File: config.mk
export PLATFORM = sky130hd
export DESIGN_NAME = vec_csr
export DESIGN_NICKNAME = d
export VERILOG_FILES = /design/src/vec_pkg.sv /design/src/vec_csr.sv
export SDC_FILE = /design/constraint.sdc
export NUM_CORES = 1
export LEC_CHECK = 0
export ABC_CLOCK_PERIOD_IN_PS = 1700
export BUFFER_PORTS_ARGS = -buffer_cell sky130_fd_sc_hd__clkbuf_2
export CORE_ASPECT_RATIO = 1.1
export CORE_MARGIN = 2
export CORE_UTILIZATION = 33
export CTS_BUF_LIST = sky130_fd_sc_hd__clkbuf_4
export DETAILED_ROUTE_END_ITERATION = 10
export GPL_ROUTABILITY_DRIVEN = 0
export PLACE_DENSITY = 0.66
export SETUP_SLACK_MARGIN = 0.15
export SLEW_MARGIN = 20
export SYNTH_ARGS = -nofsm -noshare
export SYNTH_HDL_FRONTEND = slang
export SYNTH_SLANG_ARGS = --single-unit
export TNS_END_PERCENT = 100
File: constraint.sdc
create_clock -name clk -period 1.7 [get_ports clk]
set_clock_uncertainty 0.2 [all_clocks]
set_input_delay 0.085 -clock clk [delete_from_list [all_inputs] [get_ports clk]]
set_output_delay 0.085 -clock clk [all_outputs]
set_load 0.02 [all_outputs]
File: src/vec_pkg.sv
// Vector unit shared definitions
// Scalar word, vtype, instruction views, RVV encodings and the execute control word
`default_nettype none

package vec_pkg;

    localparam int XLEN = 32;

    typedef logic [XLEN-1:0] xdata_t;

    // Code 3 is reserved and treated as illegal
    typedef enum logic [1:0] {
        SEW8  = 2'd0,
        SEW16 = 2'd1,
        SEW32 = 2'd2
    } sew_e;

    typedef struct packed {
        logic vill;
        sew_e sew;
    } vtype_t;

    typedef enum logic [3:0] {
        ADD,
        SUB,
        MIN,
        MINU,
        MAX,
        MAXU,
        AND,
        OR,
        XOR,
        SLL,
        MVXS
    } valu_op_e;

    typedef enum logic [1:0] {
        VV,
        VX,
        VI
    } src_sel_e;

    typedef struct packed {
        logic [5:0] funct6;
        logic       vm;
        logic [4:0] vs2;
        logic [4:0] vs1;
        logic [2:0] funct3;
        logic [4:0] vd;
        logic [6:0] opcode;
    } opv_fmt_t;

    typedef struct packed {
        logic        bit31;
        logic [10:0] zimm;
        logic [4:0]  rs1;
        logic [2:0]  funct3;
        logic [4:0]  rd;
        logic [6:0]  opcode;
    } cfg_fmt_t;

    // Same OP-V word, arithmetic view or vsetvli view
    typedef union packed {
        opv_fmt_t opv;
        cfg_fmt_t cfg;
    } vinstr_u;

    typedef struct packed {
        logic     valid;
        logic     is_cfg;
        valu_op_e op;
        src_sel_e src_sel;
        logic     vm;
        logic [4:0] vd;
        logic [4:0] imm;
        xdata_t   scalar;
        vtype_t   vtype;
    } exe_ctrl_t;

    localparam logic [6:0] OPC_OPV = 7'b1010111;

    localparam logic [2:0] F3_OPIVV = 3'b000;
    localparam logic [2:0] F3_OPMVV = 3'b010;
    localparam logic [2:0] F3_OPIVI = 3'b011;
    localparam logic [2:0] F3_OPIVX = 3'b100;
    localparam logic [2:0] F3_OPCFG = 3'b111;

    localparam logic [5:0] F6_ADD      = 6'b000000;
    localparam logic [5:0] F6_SUB      = 6'b000010;
    localparam logic [5:0] F6_MINU     = 6'b000100;
    localparam logic [5:0] F6_MIN      = 6'b000101;
    localparam logic [5:0] F6_MAXU     = 6'b000110;
    localparam logic [5:0] F6_MAX      = 6'b000111;
    localparam logic [5:0] F6_AND      = 6'b001001;
    localparam logic [5:0] F6_OR       = 6'b001010;
    localparam logic [5:0] F6_XOR      = 6'b001011;
    localparam logic [5:0] F6_SLL      = 6'b100101;
    localparam logic [5:0] F6_WXUNARY0 = 6'b010000;

    // New vl for vsetvli, min(avl, VLMAX), zero when vill
    function automatic xdata_t calc_vl(xdata_t avl, vtype_t vt, int vlen);
        xdata_t vlmax;
        case (vt.sew)
            SEW16:   vlmax = xdata_t'(vlen / 16);
            SEW32:   vlmax = xdata_t'(vlen / 32);
            default: vlmax = xdata_t'(vlen / 8);
        endcase
        if (vt.vill) begin
            return '0;
        end
        return (avl < vlmax) ? avl : vlmax;
    endfunction

endpackage

`default_nettype wire

File: src/vec_csr.sv
// Vector configuration state
// Holds vl and vtype, updated only by vsetvli
`timescale 1ns/100ps
`default_nettype none

module vec_csr #(
    parameter int VLEN = 128
) (
    input  wire logic            clk,
    input  wire logic            rst_n,
    input  wire logic            cfg_wr,
    input  wire vec_pkg::xdata_t avl,
    input  wire vec_pkg::vtype_t new_vtype,
    output vec_pkg::xdata_t      vl,
    output vec_pkg::vtype_t      vtype
);
    import vec_pkg::*;

    localparam vtype_t VTYPE_ILL = '{vill: 1'b1, sew: SEW8};

    always_ff @(posedge clk) begin
        if (!rst_n) begin
            vl    <= '0;
            vtype <= VTYPE_ILL;
        end else if (cfg_wr) begin
            vl <= calc_vl(avl, new_vtype, VLEN);
            // Reserved SEW leaves vill set with a clean SEW field
            if (new_vtype.vill) begin
                vtype <= VTYPE_ILL;
            end else begin
                vtype <= new_vtype;
            end
        end
    end

    assert property (@(posedge clk) disable iff (!rst_n)
        vl <= xdata_t'(VLEN / 8))
        else $error("vl above VLEN/8");

endmodule

`default_nettype wire

# Word-level counts from Yosys, hierarchy flattened
# Cells that the tools add are included.
# op_classes
order_cmp,1
eq_ne,2
mux,10
# ops
op,n
$mux 32,5
$lt 32x32->1,1
$pmux 5 s2,1
$mux 1,3
$mux 3,1
$eq 2x1->1 const B,1
$eq 2x2->1 const B,1
# totals
reg_bits,35
in_bits,38
output_inout_bits,35
wordCells,16

# Longest topological paths before layout
# Gate-level depths: netlist (run 1).
# depth
depth_word,7
depth_mapped,9
mapped_depth_nobuf,9

# Least setup slack after synthesis (run 1)
# OpenSTA, ideal clock, no wires.
# synth_timing
kind,input -> register
from,input port new_vtype[0] (netlist name)
to,register vl[2]
setup_ns,0.117
t_arrival_ns,1.540
t_required_ns,1.383
setup_slack_ns,-0.157
cell_stages,9
n_path_buf,0
path_cell_list,inv_1 ha_1 inv_1 ha_1 nor4_2 nand4_1 a311oi_4 mux2i_1 o21ai_1
# synth_between
elab_chain_len,7
elab_cells_between_ends,8
classes_between,1 x order compare; 2 x eq/ne; 5 x mux
# synth_lines
element,line_no,text
start: declaration,vec_csr.sv:13,"input wire vec_pkg::vtype_t new_vtype,"
$eq 2x2->1 / $eq 2x1->1 (equally long branches),vec_pkg.sv:103,case (vt.sew)
$pmux 5 s2 (*),vec_pkg.sv:103,
$mux 32 (*),vec_csr.sv:25,end else if (cfg_wr) begin
$mux 32 (*),vec_csr.sv:22,if (!rst_n) begin
$lt 32x32->1,vec_pkg.sv:111,return (avl < vlmax) ? avl : vlmax;
$mux 32 (*) (2 in a row),vec_pkg.sv:111,
end signal: assignment,vec_csr.sv:26,"vl <= calc_vl(avl, new_vtype, VLEN);"
end: declaration,vec_csr.sv:14,"output vec_pkg::xdata_t vl,"
# Mark *: on every way between the ends. The rest lies on a longest branch, timed or not. The select of a mux whose other input is x is not followed.
# A chain may end at the register's enable or synchronous reset.

# Final worst setup path (run 1)
# layout_timing
from,input port new_vtype[0] (netlist name)
to,register vl[3]
# Same word-level chain as after synthesis.

==> results.cfg, run 1 <==
[synth]
synth.avg_cell_area_um2 = 11.1
synth_area_um2 = 1210
synth-seq-cells = 35
yosysTopAreaCell = dfxtp_1
netlist_instances = 109
yosysWarnings = 0
ys_top_cells_by_area = dfxtp_1 (58%), and2_1 (14%), ha_1 (4.1%), nor4_2 (4.1%), nor2b_1 (3.1%)
synth_cell_types = 20
synth_nets = 151
synth_top_area_share_pct = 57.8
ys_seq_area_share_pct = 57.8

[critical_path]
r2r_cells = 3
start_kind = primary input
crit_type = in2reg
r2r_slack_ps = 370
r2r-end = vtype[2]
path_max_fanout = 4
required_ps = 1730
end_kind = flop
startpoint = new_vtype[0]
reg2reg_from = vtype[2]
crit_arrival_ps = 1660

[drt]
wl_per_cell_um = 11.3
wl_um = 2850
vias_per_cell = 4.27
drt_first_pass_iters = 4
drcViolationCount = 0
drt-initial-drc-count = 16
ant_nets = 0
num_vias = 1073

[power]
power_density_nw_per_um2 = 730
power_leakage_nw = 0.900
irDropWorstVdd_uv = 525

[sta]
rsz0062_at_grt = yes
fin_crit_ps = 1640
fin_ws_ps = 60.5
slew_violations = 0
finalSetupViolCount = 0
max_freq_mhz = 610
worst_pin_slew_ps = 367
relSlewSlack_pct = 75.5
finalCritPeriodShare_pct = 96.4
hold_viol = 1
fin_hold_ws_ps = -74.9

[cts]
cts_tree = done
clock-sinks = 35
insertion_delay_ps = 320
clockBufferDepth = 2
h-tree-depth = 2
path_clk_slew_ps = 100
cts_inserted_buffers = 5
root_buffer = clkbuf_4

[run_status]
violations = negative hold slack
outcome = finished, violations left

[grt]
grt_start_max_net_pins = 19
grt_pass1_wl_um = 4620
track_usage_pct = 15.2
grt.overflow.total = 0
first_global_vias = 1099
antenna_found_initial = 0

[job]
drv_cap = 0

[final_layout]
mostFrequentLayoutCells = clkbuf_2 (70), dfxtp_1 (34), and2_1 (28), dlygate4sd3_1 (11), clkbuf_4 (6)
syn_to_final_growth_pct = 59.1
drive_gt1_share_pct = 48.3
n_antenna_cell = 0
finalInstanceArea_um2 = 1930
mostFrequentLayoutCell = clkbuf_2
fin_nets = 242

[floorplan]
core_um2 = 3570
die_h_um = 67.6
row_count = 23
die_w_um = 61.8
die-area_um2 = 4180
initial_core_util_pct = 34.0
io_pins = 73

[min_path]
whs_path_depth = 4
hold_start = new_vtype[2]
hold_class = in2reg
holdPathEnd = vtype[0]

[placed_design]
placed_cell_area_um2 = 1710
detailed_place_hpwl_um = 2160
portBuffers = 72
detailedPlace.worstSlack_ps = -393
## what timing repair did
item                                   CTS  global route
buffers inserted                         1             0
setup endpoints to repair                5             7
resized for setup                        6             4
hold buffers                            12             1
endpoints found under the hold margin    8             1
pin swaps                                3             3
## critical path: stages
cell       delay, ps
clkbuf_16        120
inv_12            30
ha_4             260
inv_2             40
ha_4             140
nor4_2           120
nand4_1          170
a311oi_4         360
mux2i_1          240
o21ai_1           80
## power by group
group	internal [mW]	leakage [nW]	switching (mW)	total, mW
Combinational	0.0939	0.586	0.0737	0.168
Clock	0.169	0.0307	0.244	0.413
Sequential	0.825	0.283	0.00263	0.827
Total	1.09	0.900	0.320	1.41
## routing by layer
layer,global-route usage [%],wire (µm),vias up
met5,0,0,-
met4,6.38,75,0
met3,5.94,108,9
met2,26.4,1570,31
met1,16.1,1090,484
li1,-,-,549
## through the flow
stage / hold slack [ps] / util (%) / TNS, ps / instances / total power, mW
finish: -74.9 / 54.1 / 0 / 251 / 1.41
global route: 6.37 / 54.1 / 0 / 251 / 1.49
CTS: 4.61 / 54.1 / 0 / 252 / 1.42
detailed placement: 112 / 47.9 / -1820 / 231 / 0.981
global placement: 115 / 47.9 / -1420 / 231 / 0.976
floorplan: -38.8 / - / -50.4 / 109 / 0.907
## final cells by class
class                   instances  area [µm²]
clock buffers                   6        45.0
multi-input cells              66         524
well taps                      50        62.6
clock inverters                 2        7.51
inverters                       5        43.8
fillers                       350        1640
flip-flops and latches         35         702
repair buffers                 87         544
## cells in the mapped netlist
cell type / count
nand4_1: 1
nor4_2: 4
mux2i_1: 3
a311oi_4: 1
nand2_1: 4
clkbuf_1: 3
nor4_1: 3
ha_1: 4
nor2b_1: 6
a32o_1: 2
a21o_1: 1
o21ai_0: 1
and2_1: 28
nand3_1: 1
dfxtp_1: 35
nand2b_1: 1
a21oi_1: 2
nor2_1: 1
inv_1: 5
o21ai_1: 3
## state kept, by name (all words and copies together), names as in the netlist
| signal | count |
|---|---|
| vl | 32 |
| vtype | 3 |
## logic make-up (layout without fill, tap and decap cells)
| kind of cell | after synthesis | count (layout) | synth area share (%) |
|---|---|---|---|
| AOI/OAI and AO/OA | 10 | 10 | 6.91 |
| adders and majority gates | 4 | 4 | 4.13 |
| buffers and inverters | 8 | 100 | 2.48 |
| DFF | 35 | 35 | 57.8 |
| muxes | 3 | 3 | 2.48 |
| and+or+nand+nor | 49 | 49 | 26.2 |
## worst max-delay path by stage
stage,endpoint,slack (ps),cells past startpoint
after detailed placement,vl[2],-390,10
after global routing,vl[2],10,10
after floorplan,vl[3],-20,9
after global placement,vl[3],-310,10
final,vl[3],60,10
after CTS,vl[2],10,10
Power figures use the tool's default switching activity.
==> inputs of run 2 (changes only) <==
--- a/config.mk
+++ b/config.mk
@@ -13,6 +13,7 @@
 export CTS_BUF_LIST = sky130_fd_sc_hd__clkbuf_4
 export DETAILED_ROUTE_END_ITERATION = 10
 export GPL_ROUTABILITY_DRIVEN = 0
+export MAX_ROUTING_LAYER = met4
 export PLACE_DENSITY = 0.66
 export SETUP_SLACK_MARGIN = 0.15
 export SLEW_MARGIN = 20
==> run 2 against run 1 <==
The run still ends with negative hold slack left. Clock power grew 1%. Non-clock buffer count is the same. Sequential share of layout area is the same. Worst hold slack lost 3.2 ps. Sequential cell count is the same. Count of clock-buffer cells in the layout is the same. Global-route usage grew 0.43 points. Worst setup slack gained 4.4 ps. Largest power group unchanged. Critical path depth is the same.
==> results.cfg, run 2 (same netlist as run 1, synthesis figures left out) <==
[placed_design]
detailed_place_hpwl_um = 2160
portBuffers = 72

[drt]
drcViolationCount = 0
drt_first_pass_iters = 4
vias_per_cell = 4.29
wl_per_cell_um = 11.4
ant_nets = 0
num_vias = 1076
wl_um = 2860
drt-initial-drc-count = 13

[final_layout]
largest_register_ff_count = 32
drive_gt1_share_pct = 48.3
syn_to_final_growth_pct = 59.1
n_antenna_cell = 0
multi_input_area_um2 = 524
fillCellCount = 350
largest-register = vl
mostFrequentLayoutCells = clkbuf_2 (70), dfxtp_1 (34), and2_1 (28), dlygate4sd3_1 (11), clkbuf_4 (6)
seq_area_um2 = 702
fin_nets = 242
top_regs = vl x32, vtype x3
mostFrequentLayoutCell = clkbuf_2

[min_path]
whs_path_depth = 4
holdPathEnd = vtype[0]
hold_class = in2reg
hold_start = new_vtype[2]

[critical_path]
required_ps = 1730
r2r-end = vtype[2]
worst_path_max_delay_cell = a311oi_4
path_max_fanout = 4
start_kind = primary input
path_delay_family = compound AO/OA/AOI/OAI gates
max_stage_delay_ps = 360
cp.buffers_inverters = 3
r2r_cells = 3
end_kind = flop
cp_cell_sequence = clkbuf_16 > inv_12 > ha_4 > inv_2 > ha_4 > nor4_2 > nand4_1 > a311oi_4 > mux2i_1 > o21ai_1
reg2reg_from = vtype[2]
crit_type = in2reg
crit_arrival_ps = 1660
path_common_cell = ha_4
startpoint = new_vtype[0]
r2r_slack_ps = 360

[cts]
path_clk_slew_ps = 100
cts_inserted_buffers = 5
h-tree-depth = 2
cts_tree = done
clockBufferDepth = 2
root_buffer = clkbuf_4
insertion_delay_ps = 320
clock-sinks = 35

[floorplan]
io_pins = 73
initial_core_util_pct = 34.0
die_h_um = 67.6
die_w_um = 61.8
row_count = 23
die-area_um2 = 4180
core_um2 = 3570

[sta]
max_freq_mhz = 612
fin_crit_ps = 1640
finalCritPeriodShare_pct = 96.2
finalSetupViolCount = 0
worst_pin_slew_ps = 367
slew_violations = 0
rsz0062_at_grt = yes
hold_viol = 1
fin_hold_ws_ps = -78.1
relSlewSlack_pct = 75.5

[grt]
use_met3_pct = 5.36
grt.overflow.total = 0
grtUsageMet2_pct = 26.4
grt_start_max_net_pins = 19
first_global_vias = 1100
grt_pass1_wl_um = 4630
track_usage_pct = 15.7
busiest_layer = met2
grt_use_met1_pct = 16.5
antenna_found_initial = 0

[run_status]
outcome = finished, violations left
violations = negative hold slack

[power]
irDropWorstVdd_uv = 529
power_density_nw_per_um2 = 732
totalPowerFinal_mw = 1.41
power_leakage_nw = 0.900

[job]
drv_cap = 0
[run 2: cell counts in the layout (fill, tap and decap cells not counted)]
Identical to the previous run, type by type.
[run 2: stage by stage]
stage | TNS [ps] | utilization (%) | cells | setup slack (ps) | area (µm²)
6_report | 0 | 54.1 | 251 | 64.9 | 1930
5_1_grt | 0 | 54.1 | 251 | 11.9 | 1930
2_1_floorplan | -50.4 | - | 109 | -23.3 | 1270
3_5_place_dp | -1820 | 47.9 | 231 | -393 | 1710
4_1_cts | 0 | 54.1 | 252 | 14.3 | 1930
3_3_place_gp | -1420 | 47.9 | 231 | -305 | 1710
[run 2: layer usage]
metal / share of wire (%) / up-vias
li1: - / 548
met5: 0 / -
met1: 39 / 488
met3: 3.5 / 9
met2: 55 / 31
met4: 2.5 / 0
[run 2: layout make-up]
type / instances / share of cell area [%]
Clock buffer: 6 / 2.33
Clock inverter: 2 / 0.389
Inverter: 5 / 2.27
Multi-Input combinational cell: 66 / 27.2
Sequential cell: 35 / 36.4
Tap cell: 50 / 3.24
Timing Repair Buffer: 87 / 28.2
[run 2: where the power goes]
group	internal, mW	total (mW)	switching [mW]
Combinational	0.0939	0.168	0.0739
Clock	0.169	0.417	0.248
Sequential	0.825	0.827	0.00271
Total	1.09	1.41	0.325
[run 2: what timing repair did]
item,in CTS,in global routing
resized for setup,6,4
hold buffers,12,1
pin swaps,3,3
endpoints found under the setup margin,5,7
setup buffers,1,0
hold endpoints to repair,8,1
[run 2: worst max-delay path by stage]
| stage | cells after the start | slack, ps | end |
|---|---|---|---|
| final | 10 | 60 | vl[3] |
| after global routing | 10 | 10 | vl[2] |
| after CTS | 10 | 10 | vl[2] |
| after detailed placement | 10 | -390 | vl[2] |
| after global placement | 10 | -310 | vl[3] |
| after floorplan | 9 | -20 | vl[3] |
[run 2: worst reg2reg max path: stages, from the launching register on]
cell,delay (ps)
dfxtp_1,330
nor2_1,70
o21ai_0,70
dlygate4sd3_1,560
==> inputs of run 3 (changes only) <==
--- a/config.mk
+++ b/config.mk
@@ -8,7 +8,7 @@
 export ABC_CLOCK_PERIOD_IN_PS = 1700
 export BUFFER_PORTS_ARGS = -buffer_cell sky130_fd_sc_hd__clkbuf_2
 export CORE_ASPECT_RATIO = 1.1
-export CORE_MARGIN = 2
+export CORE_MARGIN = 10
 export CORE_UTILIZATION = 33
 export CTS_BUF_LIST = sky130_fd_sc_hd__clkbuf_4
 export DETAILED_ROUTE_END_ITERATION = 10
==> run 3 against run 2 <==
The run now ends clean. Critical path depth shrank 1. Non-clock buffer count shrank 1. Fmax grew 1.2%. Critical path type unchanged.
==> results.cfg, run 3 (same netlist as run 1, synthesis figures left out) <==
[cts]
h-tree-depth = 2
path_clk_slew_ps = 90
cts_inserted_buffers = 5
clock-sinks = 35
root_buffer = clkbuf_4
cts_tree = done
insertion_delay_ps = 320
cts_setup_buffers = 0
clockBufferDepth = 2

[placed_design]
dp_cells = 230
detailed_place_hpwl_um = 2720
portBuffers = 72
placed_cell_area_um2 = 1700

[drt]
drt-initial-drc-count = 27
num_vias = 1068
wl_um = 3390
ant_nets = 0
drcViolationCount = 0
vias_per_cell = 4.29
wl_per_cell_um = 13.6
drt_first_pass_iters = 4

[final_layout]
drive_gt1_share_pct = 46.7
final_cells = 249
final_util_pct = 53.4
n_antenna_cell = 0
largest-register = vl
fillCellCount = 329
fin_nets = 241
syn_to_final_growth_pct = 58.3
largest_register_ff_count = 32
mostFrequentLayoutCell = clkbuf_2
mostFrequentLayoutCells = clkbuf_2 (70), dfxtp_1 (35), and2_1 (28), dlygate4sd3_1 (12)
finalInstanceArea_um2 = 1920
top_regs = vl x32, vtype x3

[sta]
finalSetupViolCount = 0
finalCritPeriodShare_pct = 95.0
max_freq_mhz = 619
hold_viol = 0
relSlewSlack_pct = 75.7
rsz0062_at_grt = yes
fin_crit_ps = 1620
worst_pin_slew_ps = 365
slew_violations = 0

[grt]
antenna_found_initial = 0
grt_start_max_net_pins = 33
grt.overflow.total = 0
first_global_vias = 1156
track_usage_pct = 11.1
grt_pass1_wl_um = 5600

[critical_path]
path_max_fanout = 4
path_delay_family = compound AO/OA/AOI/OAI gates
worst_path_max_delay_cell = a311oi_4
end_kind = flop
required_ps = 1720
crit_arrival_ps = 1630
crit_type = in2reg
start_kind = primary input
cp.buffers_inverters = 3
max_stage_delay_ps = 410
cp_cell_sequence = clkbuf_16 > inv_12 > ha_4 > inv_2 > ha_1 > a21o_1 > a311oi_4 > mux2i_1 > o21ai_1

[job]
drv_cap = 0

[floorplan]
io_pins = 73
core_um2 = 3600
initial_core_util_pct = 33.7
die_h_um = 83.6
row_count = 23
die-area_um2 = 6500
die_w_um = 77.8

[power]
irDropWorstVdd_uv = 517
power_density_nw_per_um2 = 721
power_leakage_nw = 0.887

[run_status]
outcome = finished clean

[min_path]
hold_class = in2reg
## run 3: cell types whose count changed in the layout (fill, tap and decap cells not counted), sizes merged
cell,before,now
buf,4,2
dlygate4sd3,11,12
clkbuf,78,77
## run 3: worst paths after layout
kind                start        to  slack, ps  cells after the start
max reg2reg      vtype[1]  vtype[1]        200                      4
min          new_vtype[0]     vl[3]          8                      4
max          new_vtype[1]     vl[2]         80                      9
min reg2reg         vl[3]     vl[3]        260                      2
## run 3: layout make-up
| type | count | area (µm²) | area share (%) |
|---|---|---|---|
| flip-flops and latches | 35 | 701 | 36.5 |
| repair buffers | 86 | 536 | 27.9 |
| multi-input cells | 66 | 531 | 27.6 |
| well taps | 50 | 62.6 | 3.26 |
| inverters | 5 | 43.8 | 2.28 |
| clock buffers | 5 | 37.5 | 1.96 |
| clock inverters | 2 | 8.76 | 0.456 |
## run 3: worst reg2reg max path: stages, from the launching register on
cell and delay, ps:
dfxtp_1 350, nor2b_1 140, a21oi_1 50, dlygate4sd3_1 570, nor2b_1 120
## run 3: metrics by stage
stage                     worst slack, ps  hold slack, ps  power, mW  TNS [ps]
after global placement               -301             111      0.975     -1430
after global routing                -9.19            5.79       1.45     -10.0
after detailed placement             -359             130      0.978     -1670
after floorplan                     -23.3           -38.8      0.907     -50.4
final                                84.6            7.51       1.38         0
after CTS                            23.3          0.0823       1.40         0
## run 3: repair_timing
| item | in CTS | in global routing |
|---|---|---|
| endpoints found under the setup margin | 5 | 6 |
| hold endpoints to repair | 8 | 0 |
| gates resized for setup | 6 | 2 |
| hold buffers | 12 | 0 |
| pin swaps | 1 | 2 |
## run 3: layer usage
metal / track usage [%] / wire, µm / up-vias
li1: - / - / 543
met1: 9.49 / 1180 / 488
met2: 21.2 / 1980 / 29
met3: 2.80 / 141 / 8
met4: 5.98 / 86 / 0
met5: - / 0 / -
## run 3: report_power, final
part | switching (mW) | internal, mW
Sequential | 0.00297 | 0.825
Clock | 0.244 | 0.146
Combinational | 0.0736 | 0.0928
Total | 0.320 | 1.06
