$ cat config.mk
export PLATFORM = sky130hd
export DESIGN_NAME = vec_decode
export DESIGN_NICKNAME = d
export VERILOG_FILES = /design/src/vec_pkg.sv /design/src/vec_decode.sv
export SDC_FILE = /design/constraint.sdc
export NUM_CORES = 1
export LEC_CHECK = 0
export ABC_CLOCK_PERIOD_IN_PS = 1350
export BUFFER_PORTS_ARGS = -buffer_cell sky130_fd_sc_hd__buf_2
export CAP_MARGIN = 20
export CORE_MARGIN = 4
export CORE_UTILIZATION = 25
export CTS_CLUSTER_DIAMETER = 120
export DETAILED_ROUTE_END_ITERATION = 10
export PLACE_DENSITY = 0.65
export SYNTH_ARGS = -nofsm -noshare
export SYNTH_HDL_FRONTEND = slang
export SYNTH_SLANG_ARGS = --single-unit
$ cat constraint.sdc
create_clock -name clk -period 1.35 [get_ports clk]
set_input_delay 0.27 -clock clk [delete_from_list [all_inputs] [get_ports clk]]
set_output_delay 0.27 -clock clk [all_outputs]
set_load 0.03 [all_outputs]
$ cat src/vec_pkg.sv
// Vector unit shared definitions
// Scalar word, vtype, instruction views, RVV encodings and the execute control word
`default_nettype none

package vec_pkg;

    localparam int XLEN = 32;

    typedef logic [XLEN-1:0] xdata_t;

    // Code 3 is reserved and treated as illegal
    typedef enum logic [1:0] {
        SEW8  = 2'd0,
        SEW16 = 2'd1,
        SEW32 = 2'd2
    } sew_e;

    typedef struct packed {
        logic vill;
        sew_e sew;
    } vtype_t;

    typedef enum logic [3:0] {
        ADD,
        SUB,
        MIN,
        MINU,
        MAX,
        MAXU,
        AND,
        OR,
        XOR,
        SLL,
        MVXS
    } valu_op_e;

    typedef enum logic [1:0] {
        VV,
        VX,
        VI
    } src_sel_e;

    typedef struct packed {
        logic [5:0] funct6;
        logic       vm;
        logic [4:0] vs2;
        logic [4:0] vs1;
        logic [2:0] funct3;
        logic [4:0] vd;
        logic [6:0] opcode;
    } opv_fmt_t;

    typedef struct packed {
        logic        bit31;
        logic [10:0] zimm;
        logic [4:0]  rs1;
        logic [2:0]  funct3;
        logic [4:0]  rd;
        logic [6:0]  opcode;
    } cfg_fmt_t;

    // Same OP-V word, arithmetic view or vsetvli view
    typedef union packed {
        opv_fmt_t opv;
        cfg_fmt_t cfg;
    } vinstr_u;

    typedef struct packed {
        logic     valid;
        logic     is_cfg;
        valu_op_e op;
        src_sel_e src_sel;
        logic     vm;
        logic [4:0] vd;
        logic [4:0] imm;
        xdata_t   scalar;
        vtype_t   vtype;
    } exe_ctrl_t;

    localparam logic [6:0] OPC_OPV = 7'b1010111;

    localparam logic [2:0] F3_OPIVV = 3'b000;
    localparam logic [2:0] F3_OPMVV = 3'b010;
    localparam logic [2:0] F3_OPIVI = 3'b011;
    localparam logic [2:0] F3_OPIVX = 3'b100;
    localparam logic [2:0] F3_OPCFG = 3'b111;

    localparam logic [5:0] F6_ADD      = 6'b000000;
    localparam logic [5:0] F6_SUB      = 6'b000010;
    localparam logic [5:0] F6_MINU     = 6'b000100;
    localparam logic [5:0] F6_MIN      = 6'b000101;
    localparam logic [5:0] F6_MAXU     = 6'b000110;
    localparam logic [5:0] F6_MAX      = 6'b000111;
    localparam logic [5:0] F6_AND      = 6'b001001;
    localparam logic [5:0] F6_OR       = 6'b001010;
    localparam logic [5:0] F6_XOR      = 6'b001011;
    localparam logic [5:0] F6_SLL      = 6'b100101;
    localparam logic [5:0] F6_WXUNARY0 = 6'b010000;

    // New vl for vsetvli, min(avl, VLMAX), zero when vill
    function automatic xdata_t calc_vl(xdata_t avl, vtype_t vt, int vlen);
        xdata_t vlmax;
        case (vt.sew)
            SEW16:   vlmax = xdata_t'(vlen / 16);
            SEW32:   vlmax = xdata_t'(vlen / 32);
            default: vlmax = xdata_t'(vlen / 8);
        endcase
        if (vt.vill) begin
            return '0;
        end
        return (avl < vlmax) ? avl : vlmax;
    endfunction

endpackage

`default_nettype wire

$ cat src/vec_decode.sv
// Vector decode stage
// Decodes OP-V instructions, drives register file read addresses and
// holds the decode-to-execute control register
`timescale 1ns/100ps
`default_nettype none

module vec_decode (
    input  wire logic             clk,
    input  wire logic             rst_n,
    input  wire logic             instr_valid,
    input  wire vec_pkg::vinstr_u instr,
    input  wire vec_pkg::xdata_t  int_rf_rd_data,
    input  wire logic             clear_pipe,
    input  wire vec_pkg::vtype_t  vtype,
    output logic [4:0]            rs_vs1,
    output logic [4:0]            rs_vs2,
    output logic [4:0]            rs_vd,
    output vec_pkg::exe_ctrl_t    exe_ctrl,
    output logic                  illegal_instr
);
    import vec_pkg::*;

    exe_ctrl_t dec;
    logic      legal;
    logic      arith;
    logic      cur_vill;

    assign rs_vs1 = instr.opv.vs1;
    assign rs_vs2 = instr.opv.vs2;
    assign rs_vd  = instr.opv.vd;

    // vsetvli in execute decides vill for the instruction behind it
    assign cur_vill = (exe_ctrl.valid && exe_ctrl.is_cfg && !clear_pipe) ?
                      exe_ctrl.vtype.vill : vtype.vill;

    always_comb begin
        dec        = '0;
        legal      = 1'b0;
        arith      = 1'b0;
        dec.vm     = instr.opv.vm;
        dec.vd     = instr.opv.vd;
        dec.imm    = instr.opv.vs1;
        dec.scalar = int_rf_rd_data;
        // vsew sits in zimm[5:3]
        dec.vtype.sew  = sew_e'(instr.cfg.zimm[4:3]);
        dec.vtype.vill = instr.cfg.zimm[5] || (instr.cfg.zimm[4:3] == 2'b11);

        if (instr.opv.opcode == OPC_OPV) begin
            case (instr.opv.funct3)
                F3_OPCFG: begin
                    dec.is_cfg = 1'b1;
                    legal      = !instr.cfg.bit31;
                end
                F3_OPIVV, F3_OPIVX, F3_OPIVI: begin
                    arith = 1'b1;
                    legal = 1'b1;
                    case (instr.opv.funct6)
                        F6_ADD:  dec.op = ADD;
                        F6_SUB:  dec.op = SUB;
                        F6_MINU: dec.op = MINU;
                        F6_MIN:  dec.op = MIN;
                        F6_MAXU: dec.op = MAXU;
                        F6_MAX:  dec.op = MAX;
                        F6_AND:  dec.op = AND;
                        F6_OR:   dec.op = OR;
                        F6_XOR:  dec.op = XOR;
                        F6_SLL:  dec.op = SLL;
                        default: legal = 1'b0;
                    endcase
                    case (instr.opv.funct3)
                        F3_OPIVX: dec.src_sel = VX;
                        F3_OPIVI: dec.src_sel = VI;
                        default:  dec.src_sel = VV;
                    endcase
                end
                F3_OPMVV: begin
                    // vmv.x.s
                    dec.op = MVXS;
                    legal  = (instr.opv.funct6 == F6_WXUNARY0) && (instr.opv.vs1 == 5'd0);
                end
                default: legal = 1'b0;
            endcase
        end

        if (arith && cur_vill) begin
            legal = 1'b0;
        end
        dec.valid = instr_valid && legal && !clear_pipe;
    end

    always_ff @(posedge clk) begin
        exe_ctrl <= dec;
        if (!rst_n) begin
            exe_ctrl.valid <= 1'b0;
            illegal_instr  <= 1'b0;
        end else begin
            illegal_instr <= instr_valid && !legal && !clear_pipe;
        end
    end

    // An illegal instruction never reaches execute
    assert property (@(posedge clk) disable iff (!rst_n)
        illegal_instr |-> !exe_ctrl.valid)
        else $error("illegal instruction entered execute");

endmodule

`default_nettype wire

### Word-level counts from Yosys, hierarchy flattened

Cells that the tools add are included.
W data, S select, Z words.

* register bits: 55
* input bits: 71
* output and inout bits: 70
* word-level logic and storage cells: 56

* eq/ne operators: 16
* muxes and demuxes: 11
* reductions and logical operators: 18

Operators with widths (number)
* $pmux W4 S9: 1
* $eq A6 B3 Y1 const B: 4
* $eq A6 B4 Y1 const B: 3
* $reduce_or A10 Y1: 1
* $logic_and A1 B1 Y1: 8
* $pmux W4 S2: 1
* $eq A7 B7 Y1 const B: 1
* $mux W1: 7
* $eq A3 B2 Y1 const B: 2
* $eq A3 B3 Y1 const B: 2
* $eq A6 B2 Y1 const B: 1
* $eq A6 B5 Y1 const B: 1
* $eq A6 B6 Y1 const B: 1
* $logic_not A6 Y1: 1
* $logic_not A5 Y1: 1
* $pmux W2 S2: 1
* $logic_not A1 Y1: 3
* $logic_not A3 Y1: 1
* $pmux W1 S3: 1
* $reduce_or A3 Y1: 1
* $eq A2 B2 Y1 const B: 1
* $reduce_and A2 Y1: 1
* $logic_or A1 B1 Y1: 1

### Logic depth before layout (Yosys ltp)

Gate-level depths: netlist (run 1).

* depth after elaboration: 9
* mapped depth: 5
* mapped depth without buffers: 4

### Worst setup path before layout (run 1)

OpenSTA, ideal clock, no wires.

* path kind: in2reg
* start: input instr[27] (netlist name)
* end: register exe_ctrl[51] (netlist name)
* setup time: 0.058 ns
* arrival time: 1.175 ns
* data required time: 1.292 ns
* setup slack: 0.116 ns
* stages on the path: 5
* buffers on the path: 1
* path through: buf_4 nor3b_2 a22oi_1 a2111oi_2 o21a_1

* cells in the longest elaborated chain, start to end: 3
* elaborated cells between the ends (all ways): 11
* those cells by class: eq/ne (9); mux (2)

Ends and longest elaborated chain
* start: declaration: RTL line vec_decode.sv:11 `input wire vec_pkg::vinstr_u instr,`
* $eq A6 B6 Y1 (tied with other cells): RTL line vec_decode.sv:57 `case (instr.opv.funct6)`
* $pmux W4 S9 *: RTL line vec_decode.sv:57
* $pmux W4 S2 *: RTL line vec_decode.sv:49 `case (instr.opv.funct3)`
* end: declaration: RTL line vec_decode.sv:18 `output vec_pkg::exe_ctrl_t exe_ctrl,`

Mark *: on every way between the ends. The rest lies on a longest branch, timed or not.
A chain may end at the register's enable or synchronous reset.

### Worst setup path after layout (run 1)

* start: register exe_ctrl[53] (netlist name)
* end: output exe_ctrl[53] (netlist name)

No word-level cell between the ends.

==> results.sh, run 1 <==
export IMPL_status="finished clean"
export IMPL_cts_buffers=5
export IMPL_skew_ns=0.000493
export IMPL_htreeDepth=2
export IMPL_num_rows=29
export IMPL_syn_area_per_cell_um2=12.3
export IMPL_max_slew_margin_pct=75.2
export IMPL_peakVddDrop_v=0.000621
export IMPL_cts_tree="done"
export IMPL_worstPathBufferInverterCount=1
export IMPL_synth_net_count=204
export IMPL_highest_layer="met4"
export IMPL_synthTopCellsByArea="dfxtp_1, buf_4, nand3b_1, o21a_1, nand2b_1"
export IMPL_final_area_mm2=0.00244
export IMPL_holdWs_ns=0.0598
export IMPL_setup_violations_final=0
export IMPL_synth_ff_latch_count=55
export IMPL_synth_enable_flop_cells=0
export IMPL_cts_hold_buf=0
export IMPL_p_leak_nw=1.20
export IMPL_syn_inst=133
export IMPL_tightestPinTransition_ns=0.362
export IMPL_drc=0
export IMPL_drive_above_1_share_pct=57.5
export IMPL_ys_flop_type="dfxtp_1"
export IMPL_wl_met1_um=1630
export IMPL_hp_class="in -> reg"
export IMPL_synth_cell_types=36
export IMPL_critPathArrivalTime_ns=0.90
export IMPL_power_density_mw_per_mm2=1270
export IMPL_routed_wl_um=4460
export IMPL_place_area_mm2=0.00235
export IMPL_area_growth_syn_to_layout_pct=48.6
export IMPL_postRouteAntennaNets=0
export IMPL_drv_cap=0
export IMPL_start_util_pct=25.9
export IMPL_ios=141
export IMPL_firstDrtPassIters=4
export IMPL_end_kind="output port"
export IMPL_rsz0062_at_grt="no"
export IMPL_cp_start_kind="register"
export IMPL_grt_pass1_wl_um=6160
export IMPL_period_minus_slack_ns=1.17
export IMPL_yosysMostFrequentCell="dfxtp_1"
export IMPL_antennaDiodeCount=0
export IMPL_clock_sinks=55
export IMPL_clock_latency_ns=0.30
export IMPL_worstPathRequired_ns=1.08
export IMPL_dr_wl_met2_um=2130
export IMPL_track_usage_pct=10.3
export IMPL_path_delay_family="flip-flops"
export IMPL_slowest_stage="dfxtp_1"
export IMPL_synth_common_cells="dfxtp_1, buf_4, nand2_1, nor2_1"
export IMPL_critPathMaxFanout=2
export IMPL_gp_congestion=0.818
export IMPL_num_vias=1452
export IMPL_cts_repair_resized=0
export IMPL_synthArstFlopShare_pct=0
export IMPL_slew_viol_final=0
export IMPL_finalHoldViolCount=0
export IMPL_die_area_mm2=0.00793
export IMPL_path_clk_slew_ns=0.10
export IMPL_slowest_delay_ns=0.38
export IMPL_min_period_over_period_pct=86.3
export IMPL_viasPerCell=4.23
export IMPL_synthesis_area_mm2=0.00164
export IMPL_core_area_mm2=0.00635
export IMPL_antenna_found_initial=0
export IMPL_wl_met3_um=659
export IMPL_die_y_um=89.0
export IMPL_overflow=0
export IMPL_die_x_um=89.0
export IMPL_total_power_mw=3.10
export IMPL_synth_area_leader_cell="dfxtp_1"
export IMPL_place_hpwl_um=3740
export IMPL_final_util_pct=38.4
export IMPL_fin_nets=336
export IMPL_yosysWarnings=0
export IMPL_cts_setup_buffers=0
export IMPL_grt_pass1_vias=1327
export IMPL_cts_root_buf="clkbuf_8"
export IMPL_crit_chain="buf_2"
export IMPL_dp_cells=335
export IMPL_synth_top_cell_area_share_pct=67.1
export IMPL_route_detailed_wl_per_inst_um=13.0
export IMPL_seq_area_frac_synth_pct=67.1
export IMPL_port_buffers=132
export IMPL_first_iter_violations=17
export IMPL_cts_path_max_buffers=2
export IMPL_fmax_ghz=0.858
export IMPL_critPathKind="reg -> out"
export IMPL_instances_no_fill=343
export IMPL_grt_start_max_net_pins=19
export IMPL_fillers=656
path summary, 6_finish.rpt:
kind / cells after the start / end / slack, ns / start
setup / recovery: 1 / exe_ctrl[53] / 0.18 / exe_ctrl[53]$_SDFF_PN0_
hold / removal: 1 / exe_ctrl[8]$_DFF_P_ / 0.06 / int_rf_rd_data[5]
setup reg to reg: 4 / exe_ctrl[53]$_SDFF_PN0_ / 0.23 / exe_ctrl[53]$_SDFF_PN0_
hold reg to reg: 3 / exe_ctrl[53]$_SDFF_PN0_ / 0.68 / exe_ctrl[2]$_DFF_P_
layer usage:
metal | up-vias | global-route usage, %
li1 | 716 | -
met1 | 647 | 10.8
met5 | - | 0
met4 | 0 | 3.25
met2 | 83 | 18.8
met3 | 6 | 3.96
layout by cell type (no fill, tap or decap), types with 2 or more instances in the layout:
cell and n:
buf_4 10, and2b_1 2, buf_2 132, nand2_1 5, nor4_1 2, nand3b_1 4
nor3b_1 2, nand4b_1 2, o21a_1 4, clkbuf_8 5, nor4b_1 2, o21ai_1 2
a22oi_1 2, a21oi_1 3, nand2b_1 4, or2_1 2, a2111oi_0 2, dfxtp_1 55
nor2_1 5
through the flow:
step / TNS, ns / worst slack [ns]
floorplan: 0 / 0.116
global placement: -0.0332 / -0.0148
detailed placement: -0.0298 / -0.0159
CTS: 0 / 0.159
global route: 0 / 0.0826
finish: 0 / 0.184
sequential cells by signal, summed over array words and instances, names as in the netlist:
register       cells
exe_ctrl          54
illegal_instr      1
worst register-to-register path: stages, from the launching register on:
cell,delay (ns)
dfxtp_1,0.38
nand3b_1,0.10
mux2i_1,0.22
o21ai_1,0.09
a311oi_1,0.24
kinds of logic (layout without fill, tap and decap cells):
family                 Yosys count  count (layout)  share of synthesized area (%)
AO/OA/AOI/OAI                   22              22                           9.98
flip-flops                      55              55                           67.1
AND/OR/NAND/NOR                 37              37                           14.5
buffers and inverters           18             151                           7.85
multiplexers                     1               1                          0.610
report_power, final:
group / switching (mW) / internal [mW] / total, mW
sequential: 0.0156 / 1.70 / 1.71
combinational: 0.318 / 0.175 / 0.492
clock: 0.527 / 0.373 / 0.900
final cells by class:
class / count / area, µm² / share of cell area [%]
clock buffers: 5 / 68.8 / 2.82
clock inverters: 3 / 22.5 / 0.923
inverters: 1 / 3.75 / 0.154
multi-input cells: 60 / 412 / 16.9
flip-flops and latches: 55 / 1100 / 45.1
well taps: 77 / 96.3 / 3.95
repair buffers: 142 / 736 / 30.2
Power figures use the tool's default switching activity.
==> inputs of run 2 (changes only) <==
- CORE_MARGIN: 4 -> unset
==> results.sh, run 2 (same netlist as run 1, synthesis figures left out) <==
export IMPL_drc=0
export IMPL_critPathArrivalTime_ns=0.86
export IMPL_rsz0062_at_grt="no"
export IMPL_power_frac_clock_pct=33.3
export IMPL_multi_input_area_um2=412
export IMPL_max_slew_margin_pct=71.6
export IMPL_hp_class="in -> reg"
export IMPL_largestRegisters="exe_ctrl (54), illegal_instr (1)"
export IMPL_hold_end="exe_ctrl[14]$_DFF_P_"
export IMPL_setup_violations_final=0
export IMPL_slew_viol_final=0
export IMPL_worstPathBufferInverterCount=1
export IMPL_period_minus_slack_ns=1.13
export IMPL_status="finished clean"
export IMPL_grt_start_max_net_pins=19
export IMPL_postRouteAntennaNets=0
export IMPL_finalHoldViolCount=0
export IMPL_skew_ns=0.00193
export IMPL_critPathMaxFanout=2
export IMPL_place_hpwl_um=3080
export IMPL_core_area_mm2=0.00635
export IMPL_clock_latency_ns=0.30
export IMPL_p_leak_nw=1.21
export IMPL_cts_root_buf="clkbuf_8"
export IMPL_crit_chain="buf_2"
export IMPL_min_delay_start="int_rf_rd_data[11]"
export IMPL_cts_path_max_buffers=2
export IMPL_firstDrtPassIters=4
export IMPL_critPathKind="reg -> out"
export IMPL_first_iter_violations=9
export IMPL_num_vias=1403
export IMPL_regMostFlops="exe_ctrl"
export IMPL_cts_tree="done"
export IMPL_dp_cells=334
export IMPL_path_clk_slew_ns=0.10
export IMPL_hold_depth=1
export IMPL_die_x_um=83.0
export IMPL_viasPerCell=4.10
export IMPL_end_kind="output port"
export IMPL_seq_power_share_pct=52.0
export IMPL_fmax_ghz=0.887
export IMPL_die_y_um=83.0
export IMPL_cts_buffers=5
export IMPL_reg2reg_from="exe_ctrl[53]$_SDFF_PN0_"
export IMPL_area_growth_syn_to_layout_pct=49.6
export IMPL_route_detailed_wl_per_inst_um=11.0
export IMPL_grt_pass1_vias=1244
export IMPL_clock_sinks=55
export IMPL_start_util_pct=25.9
export IMPL_place_worst_setup_slack_ns=-0.0567
export IMPL_power_density_mw_per_mm2=1340
export IMPL_worstPathRequired_ns=1.08
export IMPL_ios=141
export IMPL_fin_nets=335
export IMPL_slowest_delay_ns=0.35
export IMPL_antennaDiodeCount=0
export IMPL_cts_hold_buf=0
export IMPL_cp_start_kind="register"
export IMPL_drv_cap=0
export IMPL_r2r_slack_ns=0.27
export IMPL_die_area_mm2=0.00689
export IMPL_overflow=0
export IMPL_min_period_over_period_pct=83.6
export IMPL_drive_above_1_share_pct=57.4
export IMPL_final_cell_mix="buf_2, dfxtp_1, buf_4"
export IMPL_seqCellArea_mm2=0.00110
export IMPL_port_buffers=132
export IMPL_num_rows=29
export IMPL_grt_pass1_wl_um=5930
export IMPL_fillers=622
export IMPL_instances_no_fill=342
export IMPL_switching_share_pct=26.2
export IMPL_reg2regPathDepth=4
export IMPL_antenna_found_initial=0
export IMPL_cts_repair_resized=0
export IMPL_tightestPinTransition_ns=0.415
export IMPL_track_usage_pct=10.8
export IMPL_gp_congestion=0.794
export IMPL_setup_slack_ns=0.222
export IMPL_final_common_cell="buf_2"
export IMPL_p_int_mw=2.43
export IMPL_worstReg2RegEnd="exe_ctrl[53]$_SDFF_PN0_"
export IMPL_htreeDepth=2
export IMPL_path_delay_family="flip-flops"
export IMPL_peakVddDrop_v=0.000676
export IMPL_routed_wl_um=3760
export IMPL_switchingPower_mw=0.861
export IMPL_p_comb_share_pct=14.7
export IMPL_slowest_stage="dfxtp_1"
export IMPL_largest_reg_flops=54
export IMPL_cts_setup_buffers=0
run 2: layout make-up:
cell class / instances / area share, %
tap: 77 / 3.92
multi-input combinational: 60 / 16.8
inverter: 1 / 0.153
timing repair buffer: 141 / 29.6
clock buffer: 5 / 2.80
clock inverter: 3 / 1.88
sequential: 55 / 44.8
run 2: how the worst max path moves through the flow:
stage                            start                      end  slack [ns]  cells past startpoint
2_1_floorplan                instr[27]  exe_ctrl[51]$_SDFF_PP0_        0.12                      5
5_1_grt        exe_ctrl[53]$_SDFF_PN0_  exe_ctrl[53]$_SDFF_PN0_        0.08                      4
3_5_place_dp                 instr[28]  exe_ctrl[49]$_SDFF_PP0_       -0.06                      5
6_report       exe_ctrl[53]$_SDFF_PN0_             exe_ctrl[53]        0.22                      1
4_1_cts        exe_ctrl[53]$_SDFF_PN0_             exe_ctrl[53]        0.20                      1
3_3_place_gp                 instr[28]  exe_ctrl[49]$_SDFF_PP0_       -0.03                      5
run 2: worst reg2reg max path, delay by kind of cell (launching register included):
family | cells | cell delay (ns)
flops | 1 | 0.33
compound gates | 2 | 0.32
mux | 1 | 0.26
simple gates | 1 | 0.10
run 2: routing by layer:
| layer | wire length, µm | global-route usage [%] |
|---|---|---|
| met1 | 1530 | 12.2 |
| met3 | 353 | 4.08 |
| met4 | 53 | 3.76 |
| met5 | 0 | 0 |
| met2 | 1820 | 18.4 |
run 2: per-stage QoR:
| stage | total power, mW | hold WS, ns | instance area, µm² | util [%] | setup TNS [ns] |
|---|---|---|---|---|---|
| finish | 3.29 | 0.0587 | 2460 | 38.7 | 0 |
| global route | 3.45 | 0.0396 | 2460 | 38.7 | 0 |
| CTS | 3.35 | 0.0468 | 2460 | 38.7 | 0 |
| detailed placement | 2.24 | 0.374 | 2340 | 36.9 | -0.0983 |
| global placement | 2.24 | 0.373 | 2340 | 36.9 | -0.0616 |
| floorplan | 2.06 | 0.298 | 1640 | - | 0 |
run 2: power groups by stage:
stage                     combinational [mW]  sequential (mW)  clock (mW)
final                                  0.483             1.71        1.10
after global routing                   0.514             1.72        1.21
after CTS                              0.489             1.71        1.15
after detailed placement               0.488             1.75           0
after global placement                 0.485             1.75           0
after floorplan                        0.147             1.91           0
==> inputs of run 3 (changes only) <==
- ABC_CLOCK_PERIOD_IN_PS: 1350 -> 1000
- PLACE_DENSITY: 0.65 -> 0.67
- clock period: 1.35 -> 1 ns (I/O delays scaled with it)
==> results.sh, run 3 (same netlist as run 1, synthesis figures left out) <==
export IMPL_status="finished with violations"
export IMPL_violations="negative setup slack"
export IMPL_start_util_pct=25.9
export IMPL_final_common_cell="buf_2"
export IMPL_drc=0
export IMPL_cts_tree="done"
export IMPL_htreeDepth=2
export IMPL_setup_slack_ns=-0.184
export IMPL_end_kind="output port"
export IMPL_critPathKind="reg -> out"
export IMPL_fillers=554
export IMPL_peakVddDrop_v=0.000957
export IMPL_slew_viol_final=0
export IMPL_max_slew_margin_pct=74.6
export IMPL_worstPathBufferInverterCount=3
export IMPL_critPathArrivalTime_ns=0.98
export IMPL_clock_latency_ns=0.30
export IMPL_finalHoldViolCount=0
export IMPL_multi_input_area_um2=449
export IMPL_place_hpwl_um=3400
export IMPL_gp_congestion=0.843
export IMPL_slowest_delay_ns=0.33
export IMPL_core_area_mm2=0.00635
export IMPL_fin_nets=382
export IMPL_slowest_stage="dfxtp_2"
export IMPL_drive_above_1_share_pct=67.3
export IMPL_crit_chain="buf_4 -> buf_6 -> buf_6"
export IMPL_cts_root_buf="clkbuf_8"
export IMPL_final_cell_mix="buf_2, buf_6, dfxtp_2, dlygate4sd3_1, buf_4"
export IMPL_overflow=0
export IMPL_power_density_mw_per_mm2=1440
export IMPL_regMostFlops="exe_ctrl"
export IMPL_cpMostUsedCell="buf_6"
export IMPL_num_rows=29
export IMPL_antenna_found_initial=0
export IMPL_p_leak_nw=1.52
export IMPL_min_period_over_period_pct=118
export IMPL_skew_ns=0.00311
export IMPL_num_vias=1671
export IMPL_startpoint="exe_ctrl[53]$_SDFF_PN0_"
export IMPL_critPathMaxFanout=2
export IMPL_seqCellArea_mm2=0.00115
export IMPL_period_minus_slack_ns=1.18
export IMPL_largestRegisters="exe_ctrl (54), illegal_instr (1)"
export IMPL_holdWs_ns=0.0212
export IMPL_firstDrtPassIters=6
export IMPL_worstReg2RegEnd="exe_ctrl[53]$_SDFF_PN0_"
export IMPL_die_y_um=83.0
export IMPL_area_growth_syn_to_layout_pct=102
export IMPL_routed_wl_um=5330
export IMPL_rsz0062_at_grt="yes"
export IMPL_hp_class="in -> reg"
export IMPL_grt_pass1_wl_um=7550
export IMPL_port_buffers=132
export IMPL_reg2reg_from="exe_ctrl[53]$_SDFF_PN0_"
export IMPL_die_area_mm2=0.00689
export IMPL_postRouteAntennaNets=0
export IMPL_cts_path_max_buffers=2
export IMPL_cp_depth=3
export IMPL_grt_start_max_net_pins=19
export IMPL_fmax_ghz=0.845
export IMPL_final_util_pct=52.3
export IMPL_grt_pass1_vias=1572
export IMPL_worstPathRequired_ns=0.80
export IMPL_tightestPinTransition_ns=0.375
export IMPL_setup_violations_final=5
export IMPL_clock_sinks=55
export IMPL_viasPerCell=4.30
export IMPL_r2r_slack_ns=-0.09
export IMPL_ios=141
export IMPL_path_delay_family="buffers and inverters"
export IMPL_path_clk_slew_ns=0.10
export IMPL_place_worst_setup_slack_ns=-0.389
export IMPL_die_x_um=83.0
export IMPL_first_iter_violations=30
export IMPL_route_detailed_wl_per_inst_um=13.7
export IMPL_reg2regPathDepth=4
export IMPL_total_power_mw=4.77
export IMPL_largest_reg_flops=54
export IMPL_critPathCapture="exe_ctrl[53]"
export IMPL_cp_start_kind="register"
export IMPL_track_usage_pct=13.8
export IMPL_antennaDiodeCount=0
export IMPL_drv_cap=0
export IMPL_cts_buffers=5
## run 3: area by class of cell
class	instances	share of cell area [%]
inverter	1	0.113
multi-input combinational	60	13.5
tap	77	2.90
timing repair buffer	188	45.3
clock inverter	3	1.39
sequential	55	34.7
clock buffer	5	2.07
## run 3: what timing repair did
action / in CTS / in global routing
endpoints found under the setup margin: 56 / 57
hold endpoints to repair: 34 / 2
pin swaps: 1 / 0
setup buffers: 0 / 2
hold buffers: 34 / 2
resized for setup: 68 / 83
## run 3: worst min-delay path by stage
| stage | from | to | slack (ns) | cells after the start |
|---|---|---|---|---|
| after floorplan | instr[23] | exe_ctrl[0]$_DFF_P_ | 0.23 | 0 |
| after global placement | int_rf_rd_data[3] | exe_ctrl[6]$_DFF_P_ | 0.30 | 1 |
| after detailed placement | int_rf_rd_data[19] | exe_ctrl[22]$_DFF_P_ | 0.30 | 1 |
| after CTS | instr[7] | exe_ctrl[40]$_DFF_P_ | 0.001 | 1 |
| after global routing | instr[18] | exe_ctrl[38]$_DFF_P_ | 0.002 | 1 |
| final | instr[10] | exe_ctrl[43]$_DFF_P_ | 0.02 | 1 |
## run 3: power breakdown
group          switching [mW]  leakage, nW  internal (mW)
registers              0.0511        0.465           2.31
clock network           0.722       0.0548          0.755
logic                   0.473         1.00          0.465
## run 3: stage by stage
| step | setup TNS, ns | cell area (µm²) | std cells |
|---|---|---|---|
| 2_1_floorplan | -0.169 | 1680 | 133 |
| 3_3_place_gp | -2.05 | 2430 | 343 |
| 3_5_place_dp | -2.23 | 2430 | 343 |
| 4_1_cts | -0.339 | 3060 | 385 |
| 5_1_grt | -1.03 | 3320 | 389 |
| 6_report | -0.389 | 3320 | 389 |
## run 3: layer usage
| metal | share of wire [%] | GRT usage (%) | routed length [µm] | vias to the layer above |
|---|---|---|---|---|
| met5 | 0 | 0 | 0 | - |
| li1 | - | - | - | 808 |
| met3 | 6.2 | 3.98 | 333 | 9 |
| met2 | 52 | 24.8 | 2780 | 86 |
| met1 | 40 | 16.0 | 2130 | 768 |
| met4 | 1.8 | 3.76 | 96 | 0 |
